==> src/rtl/core_defs.svh <==
`ifndef CORE_DEFS_SVH
`define CORE_DEFS_SVH

// ----------------------------------------
// datapath widths
// ----------------------------------------
`define XLEN        64  // register and address width
`define INSTR_W     32
`define NUM_REGS    32
`define REG_ADDR_W  5   // log2 of NUM_REGS

// ----------------------------------------
// fetch
// ----------------------------------------
`define PC_STEP     4   // bytes between lane A and lane B words

`endif

==> src/rtl/core_pkg.sv <==
`include "core_defs.svh"

package core_pkg;

  typedef logic [`XLEN-1:0]       xdata_t;
  typedef logic [`INSTR_W-1:0]    instr_t;
  typedef logic [`REG_ADDR_W-1:0] reg_addr_t;
  typedef logic [`XLEN-1:0]       addr_t;

  // ----------------------------------------
  // encodings
  // ----------------------------------------
  typedef enum logic [6:0] {
    OP     = 7'b0110011,
    OP_IMM = 7'b0010011
  } opcode_e;

  typedef enum logic [2:0] {
    F3_ADD  = 3'b000,
    F3_SLL  = 3'b001,
    F3_SLT  = 3'b010,
    F3_SLTU = 3'b011,
    F3_XOR  = 3'b100,
    F3_SR   = 3'b101,  // srl and sra, told apart by instr[30]
    F3_OR   = 3'b110,
    F3_AND  = 3'b111
  } funct3_e;

  // low bits follow funct3, bit 3 follows instr[30]
  typedef enum logic [3:0] {
    ALU_ADD  = 4'b0000,
    ALU_SLL  = 4'b0001,
    ALU_SLT  = 4'b0010,
    ALU_SLTU = 4'b0011,
    ALU_XOR  = 4'b0100,
    ALU_SRL  = 4'b0101,
    ALU_OR   = 4'b0110,
    ALU_AND  = 4'b0111,
    ALU_SUB  = 4'b1000,
    ALU_SRA  = 4'b1101
  } alu_op_e;

  // ----------------------------------------
  // pipeline payloads
  // ----------------------------------------
  typedef struct packed {
    alu_op_e   alu_op;
    reg_addr_t rd;
    reg_addr_t rs1;
    reg_addr_t rs2;
    logic      uses_rs2;   // low means the immediate is operand b
    xdata_t    imm;
    logic      writes_rd;
  } uop_t;

  typedef struct packed {
    instr_t a;
    instr_t b;
  } fetch_pair_t;

  typedef struct packed {
    logic   valid;
    uop_t   uop;
    xdata_t rs1_val;
    xdata_t rs2_val;
  } issue_slot_t;

  typedef struct packed {
    issue_slot_t a;
    issue_slot_t b;
  } issue_pair_t;

endpackage

==> src/rtl/fetch_unit.sv <==
`timescale 1ns/10ps
`include "core_defs.svh"

module fetch_unit (
  input  logic                  clk,
  input  logic                  reset,
  input  logic                  hold,
  input  core_pkg::instr_t      instr_a,
  input  core_pkg::instr_t      instr_b,
  output core_pkg::addr_t       instr_addr,
  output core_pkg::fetch_pair_t pair,
  output logic                  pair_valid
);
  import core_pkg::*;

  addr_t       pc;
  fetch_pair_t fetched;

  assign instr_addr = pc;
  assign fetched.a  = instr_a;  // word at pc
  assign fetched.b  = instr_b;  // word at pc + PC_STEP

  always_ff @(posedge clk) begin
    if (reset) begin
      pc         <= '0;
      pair_valid <= 1'b0;
    end else begin
      pair_valid <= 1'b1;  // first pair lands at the end of this cycle
      if (!hold)
        pc <= pc + addr_t'(2 * `PC_STEP);
    end
  end

  stage_reg #(.payload_t(fetch_pair_t)) u_pair_reg (
    .clk    (clk),
    .reset  (reset),
    .hold   (hold),
    .bubble (1'b0),
    .d      (fetched),
    .q      (pair)
  );

endmodule

==> src/rtl/stage_reg.sv <==
`timescale 1ns/10ps

// generic pipeline register, zero payload means an empty stage
module stage_reg #(
  parameter type payload_t = logic
) (
  input  logic     clk,
  input  logic     reset,
  input  logic     hold,    // keep current contents
  input  logic     bubble,  // load an empty payload instead of d
  input  payload_t d,
  output payload_t q
);

  always_ff @(posedge clk) begin
    if (reset || bubble) begin
      q <= '0;
    end else if (!hold) begin
      q <= d;
    end
  end

endmodule

==> config.mk <==
export PLATFORM = sky130hd
export DESIGN_NAME = fetch_unit
export DESIGN_NICKNAME = d
export VERILOG_FILES = /design/src/rtl/core_pkg.sv /design/src/rtl/fetch_unit.sv /design/src/rtl/stage_reg.sv
export VERILOG_INCLUDE_DIRS = /design/src /design/src/rtl
export SDC_FILE = /design/constraint.sdc
export NUM_CORES = 1
export LEC_CHECK = 0
export ABC_CLOCK_PERIOD_IN_PS = 2650
export BUFFER_PORTS_ARGS = -buffer_cell sky130_fd_sc_hd__buf_2
export CAP_MARGIN = 5
export CORE_UTILIZATION = 45
export CTS_CLUSTER_DIAMETER = 200
export DETAILED_ROUTE_END_ITERATION = 8
export GPL_TIMING_DRIVEN = 0
export PLACE_DENSITY = 0.74
export SYNTH_ARGS = -nofsm -noshare
export SYNTH_HDL_FRONTEND = slang
export SYNTH_SLANG_ARGS = --single-unit
export TNS_END_PERCENT = 5
==> constraint.sdc <==
create_clock -name clk -period 2.65 [get_ports clk]
set_input_delay 0.265 -clock clk [delete_from_list [all_inputs] [get_ports clk]]
set_output_delay 0.265 -clock clk [all_outputs]
set_load 0.005 [all_outputs]
### After elaboration in Yosys (flattened, before gate mapping)

Index checks and enable logic that the tools add are counted.
W data, S select, Z words.

* bits in registers: 129
* latch bits: 0
* RAM bits: 0
* bits in read-only memories: 0
* logic and storage cells: 6
* memories: 0

* $add $sub $neg: 1
* multipliers: 0
* div/mod/pow operators: 0
* order comparisons: 0
* equal/unequal tests: 0
* shift-type cells: 0
* mux-type cells: 1
* bitwise logic cells: 0
* reduce and logical (&&, ||, !) cells: 0

Operators with widths (number)
* $add A64 B4 Y64 const B: 1
* $mux W1: 1

### Logic depth before layout (Yosys ltp)

Gate-level depths: netlist (run 1).

* word-level depth: 1
* mapped depth: 7
* mapped depth without buffers: 6

### Cells and area by module

Synthesis (run 1) repeated with hierarchy kept, for this count alone.

* cell total of the unflattened synthesis: 546
* area total of the unflattened synthesis: 5288.8 um^2

Modules (own cells, without submodules)
* fetch_unit: times used 1, cells each 339, area an instance 2940.3 um^2, sequential area each 1241.2 um^2
* stage_reg: times used 1, cells each 207, area an instance 2348.5 um^2, sequential area each 1281.2 um^2

### Worst setup path before layout (run 1)

OpenSTA, ideal clock, no wires.

* path kind: register to register
* start: reg pc[3] (netlist: instr_addr[3])
* end: reg pc[61] (netlist: instr_addr[61])
* library setup time: 0.071 ns
* data arrival time: 1.821 ns
* slack: 0.759 ns
* cell stages (with the launch flop): 8
* buffers on the path: 1
* clock period less this slack: 1.891 ns
* cell sequence: dfxtp_1 > ha_1 > nand4b_1 > nor3_4 > nand4_4 > buf_6 > or4_1 > a21oi_1

* longest elaborated chain between the ends: 1

RTL lines
* start: declaration: line fetch_unit.sv:16 `addr_t pc;`
* start signal: assignment: line fetch_unit.sv:30 `` pc <= pc + addr_t'(2 * `PC_STEP); ``
* $add A64 B4 Y64: line fetch_unit.sv:30

Every way passes these cells.
A chain may end at the register's enable or synchronous reset.

### Worst setup path after layout (run 1)

* start: reg pc[3] (netlist: instr_addr[3])
* end: reg pc[63] (netlist: instr_addr[63])

The elaborated chain is that of the path after synthesis.

==> results of run 1 <==
worst paths after layout:
kind / cells after the start / from / slack, ps / to
max: 6 / instr_addr[3] / 480 / instr_addr[63]
min: 3 / instr_a[22] / 80 / u_pair_reg.q[54]
max reg2reg: 6 / instr_addr[3] / 480 / instr_addr[63]
min reg2reg: 2 / instr_addr[63] / 480 / instr_addr[63]
power by group through the flow:
stage,Combinational (mW),Sequential [mW],Clock (mW)
after global placement,0.282,2.03,0
after detailed placement,0.292,2.03,0
final,0.289,1.99,2.37
after CTS,0.293,1.99,2.39
after global routing,0.318,2.00,2.47
after floorplan,0.141,2.03,0
logic make-up (layout without fill, tap and decap cells):
logic type	Yosys count	in the layout	share of synthesized area
compound gates	56	56	0.0562
xor+xnor	32	32	0.0538
fa+ha+maj	1	1	0.00240
buf+inv	37	257	0.0327
flops	126	126	0.484
mux	65	65	0.125
other cells	1	3	0.000720
simple gates	241	241	0.245
final cells by class:
type	instances	area [um^2]
inverter	6	22.5
fill	923	4140
clock inverter	6	108
tap	140	175
buffer	31	148
multi-input combinational	398	2520
timing repair buffer	190	951
sequential	126	2520
clock buffer	24	492
layout by cell type (no fill, tap or decap), types with 21 or more instances in the layout:
| cell | netlist | final |
|---|---|---|
| nand4_1 | 22 | 22 |
| mux2i_1 | 65 | 65 |
| or3_1 | 23 | 23 |
| dfxtp_1 | 126 | 126 |
| buf_2 | 4 | 194 |
| clkbuf_1 | 18 | 21 |
| nor2_1 | 101 | 101 |
| nand3_1 | 24 | 24 |
| o21ai_0 | 23 | 23 |
| a21oi_1 | 28 | 28 |
worst max-delay path, delay by kind of cell, from the launching register on:
kind,cells,cell delay [ps]
DFF,1,400
and+or+nand+nor,4,1340
adders and majority gates,1,220
AOI/OAI and AO/OA,1,130
metal layers:
layer | global-route usage | part of all wire
met1 | 0.256 | 0.41
met2 | 0.394 | 0.50
met3 | 0.0771 | 0.075
met4 | 0.115 | 0.018
met5 | 0 | 0
through the flow:
step / power [mW] / setup slack (ps) / hold WS (ps) / std cells
floorplan: 2.18 / 759 / 409 / 561
global placement: 2.31 / 528 / 470 / 891
finish: 4.65 / 476 / 79.9 / 921
detailed placement: 2.32 / 484 / 476 / 891
global route: 4.79 / 253 / 81.5 / 921
CTS: 4.68 / 461 / 65.5 / 921
sequential cells by signal, indices dropped and copies added (netlist names):
| signal | count |
|---|---|
| u_pair_reg.q | 64 |
| pair_valid | 1 |
| instr_addr | 61 |
==> results by group, run 1 <==
Run status
  – Outcome: finished clean

Floorplan
  – Chip width: 110 um
  – Initial Util: 0.470
  – Core area: ~11,000 um^2
  – Row cnt: 38
  – Die Ht: 110 um
  – Die Area: 12,000 um^2
  – Boundary Pins: 196

Timing
  – Fin crit share: 0.820
  – Final setup viols: 0
  – Setup Skew: a little under 10 ps
  – Setup_tns: 0 ps
  – Final Hold Fails: 0
  – Measured slew at the worst slew-check pin: around 700 ps
  – RSZ-0062 raised after global routing: false
  – Crit path time final: around 2200 ps
  – Normalized max-slew margin: 0.535
  – Highest clock rate: about 460 MHz
  – Slew Limit Fails: 0

Clocking
  – Clk slew on worst S/H paths: about 50 ps
  – H-Tree Depth: 4
  – Post-CTS Setup Bufs: 0
  – Post-CTS sizing: 0
  – CTS root buf: clkbuf_16
  – Clk Latency, worst-skew pair: approximately 400 ps
  – Sink Count: ~130
  – CTS tree: built
  – Hold_buf cts: 0
  – CTS buffer count: 17
  – CTS max path bufs: 2

Global routing
  – Aggregate global routing overflow: 0
  – Initial antenna violation count: 0
  – Tot GR Track Use: 0.230
  – First-pass GRT wire length: around 21 mm
  – Vias in the first global route: roughly 4,600
  – Largest net degree at the start of global routing: 17

Synth
  – Most frequent cells after synthesis: dfxtp_1 (126), nor2_1 (101), mux2i_1 (65)
  – Count leader, synth: dfxtp_1
  – Post-synth cell types: 37
  – Register bit count reported by yosys: between 100 and 150
  – Yosys top cell by area: dfxtp_1
  – Mapped Cells: roughly 560
  – Yosys top cell area share: 0.484
  – Synthesized area: 5210 um^2
  – Ys async rst share: 0
  – Most used DFF post-synth: dfxtp_1
  – Ys Warns: 0
  – Post-synth EDFFs: 0
  – Average cell area after synthesis: slightly above 9 um^2
  – Synth top area cells: dfxtp_1 (48%), mux2i_1 (12%), nor2_1 (7.3%)
  – Register area share after synthesis: 0.484

Placed design
  – Post-DP Area: 6340 um^2
  – Port-buffer cells: 190
  – Routability congestion estimate: ~0.86
  – HPWL after DPL: between 10 and 15 mm

Route
  – DRC viols: 0
  – Drt wl/cell: 14.9 um
  – Post-Route WL: between 10 and 15 mm
  – Drt via density: between 5 and 6
  – DRT Pass-1 Iters: 4
  – DRT antenna net count: 0
  – Via Count: 4,841
  – Starting DRT DRC Count: approximately 210

Power and ir drop
  – Flop pwr share: 0.429
  – Maximum VDD drop: between 0.4 and 0.5 mV
  – Combinational share of power: 0.062
  – Pwr Density: 670 nW/um^2
  – Sw frac: 0.211
  – Leak Pwr: 3.20 nW
  – Clock share of power: 0.509
  – Switching power: ~980 uW
  – Power Internal: approximately 3.7 mW

Setup path
  – CP max stage cell: or3_1
  – Req. time, crit path: between 2000 and 3000 ps
  – Crit path DAT: ~2500 ps
  – CP cell instances: ha_1 > nand4b_1 > nor3_4 > nand4_1 > or3_1 > a21oi_1
  – CP Max Fanout: 8
  – Critical path class: flop to flop
  – Critical Path End Type: flop
  – Max incr delay on CP: around 440 ps
  – Startpoint Class: flop

Finish
  – Area grow syn2layout: 33.3%
  – Layout cells sized above 1: 0.298
  – Final nets: 838
  – Final Util: 0.627
  – Final instance area: 6940 um^2
  – Number of antenna diodes: 0

Flow run
  – Maxcap violations: 0

Min path
  – Worst min-delay path category: input pin to flop
Note: power is estimated with default switching activity, not from simulation.
==> run 2, diff against run 1 <==
--- a/config.mk
+++ b/config.mk
@@ -6,14 +6,14 @@
 export SDC_FILE = /design/constraint.sdc
 export NUM_CORES = 1
 export LEC_CHECK = 0
-export ABC_CLOCK_PERIOD_IN_PS = 2650
+export ABC_CLOCK_PERIOD_IN_PS = 1800
 export BUFFER_PORTS_ARGS = -buffer_cell sky130_fd_sc_hd__buf_2
 export CAP_MARGIN = 5
-export CORE_UTILIZATION = 45
+export CORE_UTILIZATION = 44
 export CTS_CLUSTER_DIAMETER = 200
 export DETAILED_ROUTE_END_ITERATION = 8
 export GPL_TIMING_DRIVEN = 0
-export PLACE_DENSITY = 0.74
+export PLACE_DENSITY = 0.76
 export SYNTH_ARGS = -nofsm -noshare
 export SYNTH_HDL_FRONTEND = slang
 export SYNTH_SLANG_ARGS = --single-unit
==> constraint.sdc (replaced) <==
create_clock -name clk -period 1.8 [get_ports clk]
set_input_delay 0.18 -clock clk [delete_from_list [all_inputs] [get_ports clk]]
set_output_delay 0.18 -clock clk [all_outputs]
set_load 0.005 [all_outputs]
==> run 2 against run 1 <==
Net effect: the run now ends with setup timing left; die area is 2.2% higher; utilization is 5.4 points higher; final area is 12% higher; setup slack worse by 600 ps; combinational power is 89% higher; wire length is 18% higher; count of clock-buffer cells in the layout is 3 lower; non-clock buffer count is 64 higher; worst hold slack worse by 66 ps; register-to-register slack worse by 600 ps; final cell count is 7.5% higher; largest power group unchanged; highest routed layer unchanged.
==> results by group, run 2 (synthesized netlist as in run 1, its figures left out) <==
Run status
  – Outcome: complete, but fails checks (was finished clean)
  – Failing checks: setup timing

Timing
  – Setup_tns: -1790 ps (was 0 ps)
  – Slew Limit Fails: 0 (unchanged)
  – Normalized max-slew margin: 0.551 (was 0.535)
  – Final worst slack: -124 ps (was 476 ps)
  – Crit path time final: 1920 ps (was 2170 ps)
  – Final Hold Fails: 0 (unchanged)
  – Final setup viols: 26 (was 0)
  – Measured slew at the worst slew-check pin: 674 ps (was 698 ps)
  – Highest clock rate: 520 MHz (was 460 MHz)
  – Fin crit share: 1.07 (was 0.820)
  – Setup Skew: 4.78 ps (was 9.93 ps)
  – RSZ-0062 raised after global routing: true (was false)

Floorplan
  – Die Area: 12,300 um^2 (was 12,000 um^2)
  – Row cnt: 39 (was 38)
  – Die Ht: 111 um (was 110 um)
  – Initial Util: 0.454 (was 0.470)
  – Core area: 11,500 um^2 (was 11,100 um^2)
  – Boundary Pins: 196 (unchanged)
  – Chip width: 111 um (was 110 um)

Finish
  – Final nets: 902 (was 838)
  – Leading cell type in the layout, fill and taps excluded: buf_2 (unchanged)
  – Flip-flop count of the largest register after layout: 64 (unchanged)
  – Area grow syn2layout: 49.9% (was 33.3%)
  – Biggest register: u_pair_reg.q (unchanged)
  – Number of antenna diodes: 0 (unchanged)
  – Final instance area: 7810 um^2 (was 6940 um^2)
  – Commonest cells after routing, fill and taps aside: buf_2 (194), nor2_1 (99), dfxtp_1 (91) (was buf_2 (194), dfxtp_1 (126), nor2_1 (101))
  – Layout cells sized above 1: 0.377 (was 0.298)
  – Non-Filler Instances: 990 (was 921)

Power and ir drop
  – Sw frac: 0.229 (was 0.211)
  – Combinational share of power: 0.078 (was 0.062)
  – Clock share of power: 0.504 (was 0.509)
  – Maximum VDD drop: 0.630 mV (was 0.449 mV)
  – Leak Pwr: 3.54 nW (was 3.20 nW)
  – Power Internal: 5.39 mW (was 3.67 mW)
  – Pwr Density: 895 nW/um^2 (was 670 nW/um^2)
  – Flop pwr share: 0.418 (was 0.429)
  – Switching power: 1.60 mW (was 983 uW)

Setup path
  – Cells on worst reg2reg path: 7 (was 6)
  – Startpoint Class: flop (unchanged)
  – Worst setup path start: instr_addr[4] (was instr_addr[3])
  – CP Max Fanout: 5 (was 8)
  – Critical path class: flop to flop (unchanged)
  – Crit path DAT: 2270 ps (was 2510 ps)
  – Req. time, crit path: 2150 ps (was 2990 ps)
  – Critical Path End Type: flop (unchanged)
  – Reg2reg start: instr_addr[4] (was instr_addr[3])

Global routing
  – Vias in the first global route: 5,285 (was 4,561)
  – Aggregate global routing overflow: 0 (unchanged)
  – Tot GR Track Use: 0.262 (was 0.230)
  – First-pass GRT wire length: 25.7 mm (was 21.1 mm)
  – Largest net degree at the start of global routing: 17 (unchanged)
  – Initial antenna violation count: 0 (unchanged)

Clocking
  – CTS tree: built (unchanged)
  – CTS buffer count: 17 (unchanged)
  – CTS root buf: clkbuf_16 (unchanged)
  – CTS max path bufs: 2 (unchanged)
  – H-Tree Depth: 4 (unchanged)
  – Clk slew on worst S/H paths: 60 ps (was 50 ps)
  – Clk Latency, worst-skew pair: 420 ps (was 410 ps)
  – Sink Count: 126 (unchanged)

Route
  – DRC viols: 0 (unchanged)
  – DRT Pass-1 Iters: 5 (was 4)
  – Drt wl/cell: 16.3 um (was 14.9 um)
  – DRT antenna net count: 0 (unchanged)
  – Drt via density: 5.35 (was 5.26)
  – Via Count: 5,298 (was 4,841)
  – Starting DRT DRC Count: 305 (was 211)
  – Post-Route WL: 16.2 mm (was 13.7 mm)

Placed design
  – HPWL after DPL: 10.2 mm (was 10.1 mm)
  – Post-Place Cells: 894 (was 891)
  – Port-buffer cells: 190 (unchanged)
  – Routability congestion estimate: 0.820 (was 0.861)
  – Post-DP Area: 6380 um^2 (was 6340 um^2)
  – Worst slack after detailed placement: -332 ps (was 484 ps)

Flow run
  – Maxcap violations: 0 (unchanged)

Min path
  – Worst min-delay path category: input pin to flop (unchanged)
  – Hold-critical path depth: 3 (unchanged)
  – Worst Min Path Start: instr_b[12] (was instr_a[22])
run 2: final cells by class:
cell class,count,area [um^2]
Fill cell,868,3660
Multi-Input combinational cell,398,2670
Sequential cell,126,2600
Timing Repair Buffer,254,1560
Clock buffer,21,492
Tap cell,143,179
Buffer,31,156
Clock inverter,11,130
Inverter,6,22.5
run 2: metrics by stage:
step	total power [mW]	hold slack (ps)	utilization
after detailed placement	3.42	417	0.556
after floorplan	3.21	324	-
final	6.99	13.7	0.681
after global placement	3.40	409	0.556
after global routing	7.21	23.3	0.681
after CTS	7.02	3.53	0.666
run 2: layer usage:
layer	vias to the layer above	wire, um	GRT usage
met5	-	0	0
met4	0	524	0.147
met3	49	1050	0.0765
met2	222	8100	0.453
met1	2512	6510	0.287
li1	2515	-	-
run 2: worst max-delay path, cell delays in order (launching register included):
cell	delay [ps]
dfxtp_4	360
ha_4	130
nand4b_1	200
nor3_4	280
nand4_4	120
buf_6	150
or4_4	480
a21oi_2	140
run 2: power groups by stage:
| stage | Clock (mW) | Sequential (mW) | Combinational (mW) |
|---|---|---|---|
| after floorplan | 0 | 3.00 | 0.209 |
| after global placement | 0 | 2.99 | 0.415 |
| after detailed placement | 0 | 2.99 | 0.429 |
| after CTS | 3.57 | 2.93 | 0.522 |
| after global routing | 3.70 | 2.93 | 0.590 |
| final | 3.52 | 2.92 | 0.546 |
run 2: path summary, 6_finish.rpt:
path | slack [ps] | end
max reg2reg | -120 | instr_addr[61]
min reg2reg | 490 | u_pair_reg.q[63]
min | 10 | u_pair_reg.q[12]
max | -120 | instr_addr[61]
run 2: timing repair:
action                                  CTS  global route
endpoints found under the setup margin   33            44
hold buffers                             49             0
gates cloned                              0             1
resized for setup                        23            50
pin swaps                                13            24
hold endpoints to repair                 49             0
buffers inserted                         10             4
==> run 3, diff against run 2 <==
--- a/config.mk
+++ b/config.mk
@@ -14,6 +14,7 @@
 export DETAILED_ROUTE_END_ITERATION = 8
 export GPL_TIMING_DRIVEN = 0
 export PLACE_DENSITY = 0.76
+export REMOVE_ABC_BUFFERS = 1
 export SYNTH_ARGS = -nofsm -noshare
 export SYNTH_HDL_FRONTEND = slang
 export SYNTH_SLANG_ARGS = --single-unit
==> run 3 against run 2 <==
Net effect: the run still ends with setup timing left; setup slack got worse by 120 ps; first-iteration DRC count rose by 20%; worst hold slack got worse by 9.5 ps; wire length rose by 3.5%; sequential power barely moved; final area rose by 0.77%; register-to-register slack got worse by 120 ps; highest routed layer unchanged; global-route usage fell by 0.11 points; largest power group unchanged; clock skew rose by 2.1 ps; utilization rose by 0.52 points; total power rose by 1.2%; die area did not move.
==> results by group, run 3 (synthesized netlist as in run 1, its figures left out) <==
Run status
  – Outcome: complete, but fails checks (unchanged)
  – Failing checks: setup timing (unchanged)

Timing
  – Fin crit share: 1.13 (was 1.07)
  – Crit path time final: 2040 ps (was 1920 ps)
  – RSZ-0062 raised after global routing: true (unchanged)
  – Final worst slack: -242 ps (was -124 ps)
  – Highest clock rate: 490 MHz (was 520 MHz)
  – Setup_tns: -2320 ps (was -1790 ps)
  – Final Hold Fails: 0 (unchanged)
  – Final setup viols: 26 (unchanged)
  – Slew Limit Fails: 0 (unchanged)
  – Setup Skew: 6.90 ps (was 4.78 ps)
  – Hold slack: 4.20 ps (was 13.7 ps)

Finish
  – Flip-flop count of the largest register after layout: 64 (unchanged)
  – Commonest cells after routing, fill and taps aside: buf_2 (190), nor2_1 (99), dfxtp_1 (97) (was buf_2 (194), nor2_1 (99), dfxtp_1 (91))
  – Leading cell type in the layout, fill and taps excluded: buf_2 (unchanged)
  – Non-Filler Instances: 973 (was 990)
  – Biggest register: u_pair_reg.q (unchanged)
  – Layout cells sized above 1: 0.387 (was 0.377)
  – Area grow syn2layout: 51.1% (was 49.9%)
  – Number of antenna diodes: 0 (unchanged)
  – Fillers: 825 (was 868)
  – Final nets: 887 (was 902)

Flow run
  – Maxcap violations: 0 (unchanged)

Setup path
  – Cells on worst reg2reg path: 6 (was 7)
  – Max incr delay on CP: 510 ps (was 480 ps)
  – CP cell instances: nand4_4 > nor4_4 > nand4_1 > buf_4 > or4_4 > a21oi_2 (was ha_4 > nand4b_1 > nor3_4 > nand4_4 > buf_6 > or4_4 > a21oi_2)
  – Startpoint Class: flop (unchanged)
  – Crit path DAT: 2400 ps (was 2270 ps)
  – CP Max Fanout: 6 (was 5)
  – Critical Path End Type: flop (unchanged)
  – Critical path class: flop to flop (unchanged)
  – CP max stage cell: or4_4 (unchanged)
  – Req. time, crit path: 2160 ps (was 2150 ps)

Power and ir drop
  – Sw frac: 0.213 (was 0.229)
  – Switching power: 1.50 mW (was 1.60 mW)
  – Flop pwr share: 0.414 (was 0.418)
  – Maximum VDD drop: 0.705 mV (was 0.630 mV)
  – Power Internal: 5.56 mW (was 5.39 mW)
  – Pwr Density: 898 nW/um^2 (was 895 nW/um^2)
  – Leak Pwr: 3.63 nW (was 3.54 nW)
  – Combinational share of power: 0.078 (about the same)
  – Clock share of power: 0.508 (was 0.504)

Floorplan
  – Die Ht: 111 um (unchanged)
  – Chip width: 111 um (unchanged)
  – Boundary Pins: 196 (unchanged)
  – Core area: 11,500 um^2 (unchanged)
  – Initial Util: 0.454 (unchanged)
  – Die Area: 12,300 um^2 (unchanged)
  – Row cnt: 39 (unchanged)

Route
  – DRC viols: 0 (unchanged)
  – Drt via density: 5.48 (was 5.35)
  – Starting DRT DRC Count: 365 (was 305)
  – Drt wl/cell: 17.2 um (was 16.3 um)
  – Post-Route WL: 16.7 mm (was 16.2 mm)
  – DRT antenna net count: 0 (unchanged)
  – Via Count: 5,331 (was 5,298)
  – DRT Pass-1 Iters: 5 (unchanged)

Clocking
  – CTS buffer count: 17 (unchanged)
  – Clk slew on worst S/H paths: 50 ps (was 60 ps)
  – CTS max path bufs: 2 (unchanged)
  – CTS root buf: clkbuf_16 (unchanged)
  – Sink Count: 126 (unchanged)
  – CTS tree: built (unchanged)
  – Clk Latency, worst-skew pair: 420 ps (about the same)
  – H-Tree Depth: 4 (unchanged)

Global routing
  – Met3 GRT Util: 0.0973 (was 0.0765)
  – Busiest grt layer: met2 (unchanged)
  – Grt met1 use: 0.273 (was 0.287)
  – Tot GR Track Use: 0.261 (was 0.262)
  – First-pass GRT wire length: 25.4 mm (was 25.7 mm)
  – Largest net degree at the start of global routing: 88 (was 17)
  – Vias in the first global route: 5,266 (was 5,285)
  – GR Layer Usage met2: 0.451 (was 0.453)
  – Initial antenna violation count: 0 (unchanged)
  – Aggregate global routing overflow: 0 (unchanged)

Placed design
  – Port-buffer cells: 192 (was 190)
  – Routability congestion estimate: 0.805 (was 0.820)
  – HPWL after DPL: 9.33 mm (was 10.2 mm)
  – Post-Place Cells: 867 (was 894)

Min path
  – Hold-critical path depth: 3 (unchanged)
  – Worst min-delay path category: input pin to flop (unchanged)
run 3: routing by layer:
metal / routed length (um) / vias to the layer above / part of all wire
met3: 1280 / 52 / 0.076
met4: 653 / 0 / 0.039
met2: 8480 / 252 / 0.51
met1: 6340 / 2534 / 0.38
met5: 0 / - / 0
li1: - / 2493 / -
run 3: final timing paths:
| check | start | end | slack [ps] |
|---|---|---|---|
| hold reg to reg | u_pair_reg.q[54] | u_pair_reg.q[54] | 490 |
| hold / removal | instr_a[1] | u_pair_reg.q[33] | 4 |
| setup reg to reg | instr_addr[26] | instr_addr[52] | -240 |
| setup / recovery | instr_addr[26] | instr_addr[52] | -240 |
run 3: power groups by stage:
stage,Combinational [mW],Sequential [mW],Clock (mW)
3_3_place_gp,0.400,2.98,0
2_1_floorplan,0.135,3.00,0
4_1_cts,0.520,2.93,3.63
6_report,0.551,2.93,3.59
5_1_grt,0.586,2.93,3.75
3_5_place_dp,0.420,2.99,0
run 3: what timing repair did:
item                                   in CTS  in global routing
setup endpoints to repair                  48                 48
setup buffers                              20                  8
endpoints found under the hold margin      47                  0
pin swaps                                  22                 34
cloned                                      0                  1
resized for setup                          45                 52
hold buffers                               47                  0
run 3: cell type report:
cell class / count / area, um^2 / share of cell area
Inverter: 6 / 22.5 / 0.00286
Multi-Input combinational cell: 399 / 2750 / 0.349
Timing Repair Buffer: 269 / 1720 / 0.219
Sequential cell: 126 / 2590 / 0.329
Clock buffer: 23 / 478 / 0.0607
Tap cell: 143 / 179 / 0.0227
Clock inverter: 7 / 135 / 0.0172
run 3: per-stage QoR:
stage / total power, mW / utilization / instance area, um^2 / worst slack (ps)
final: 7.07 / 0.686 / 7870 / -242
after global routing: 7.27 / 0.686 / 7870 / -314
after CTS: 7.08 / 0.664 / 7610 / -117
after detailed placement: 3.41 / 0.547 / 6270 / -568
after global placement: 3.38 / 0.542 / 6210 / -1190
after floorplan: 3.13 / - / 5070 / -173
run 3: worst max-delay path: cells and delay by family, from the launching register on:
kind                   cells  cell delay (ps)
AND/OR/NAND/NOR            4             1290
flip-flops                 1              370
buffers and inverters      1              190
AO/OA/AOI/OAI              1              120
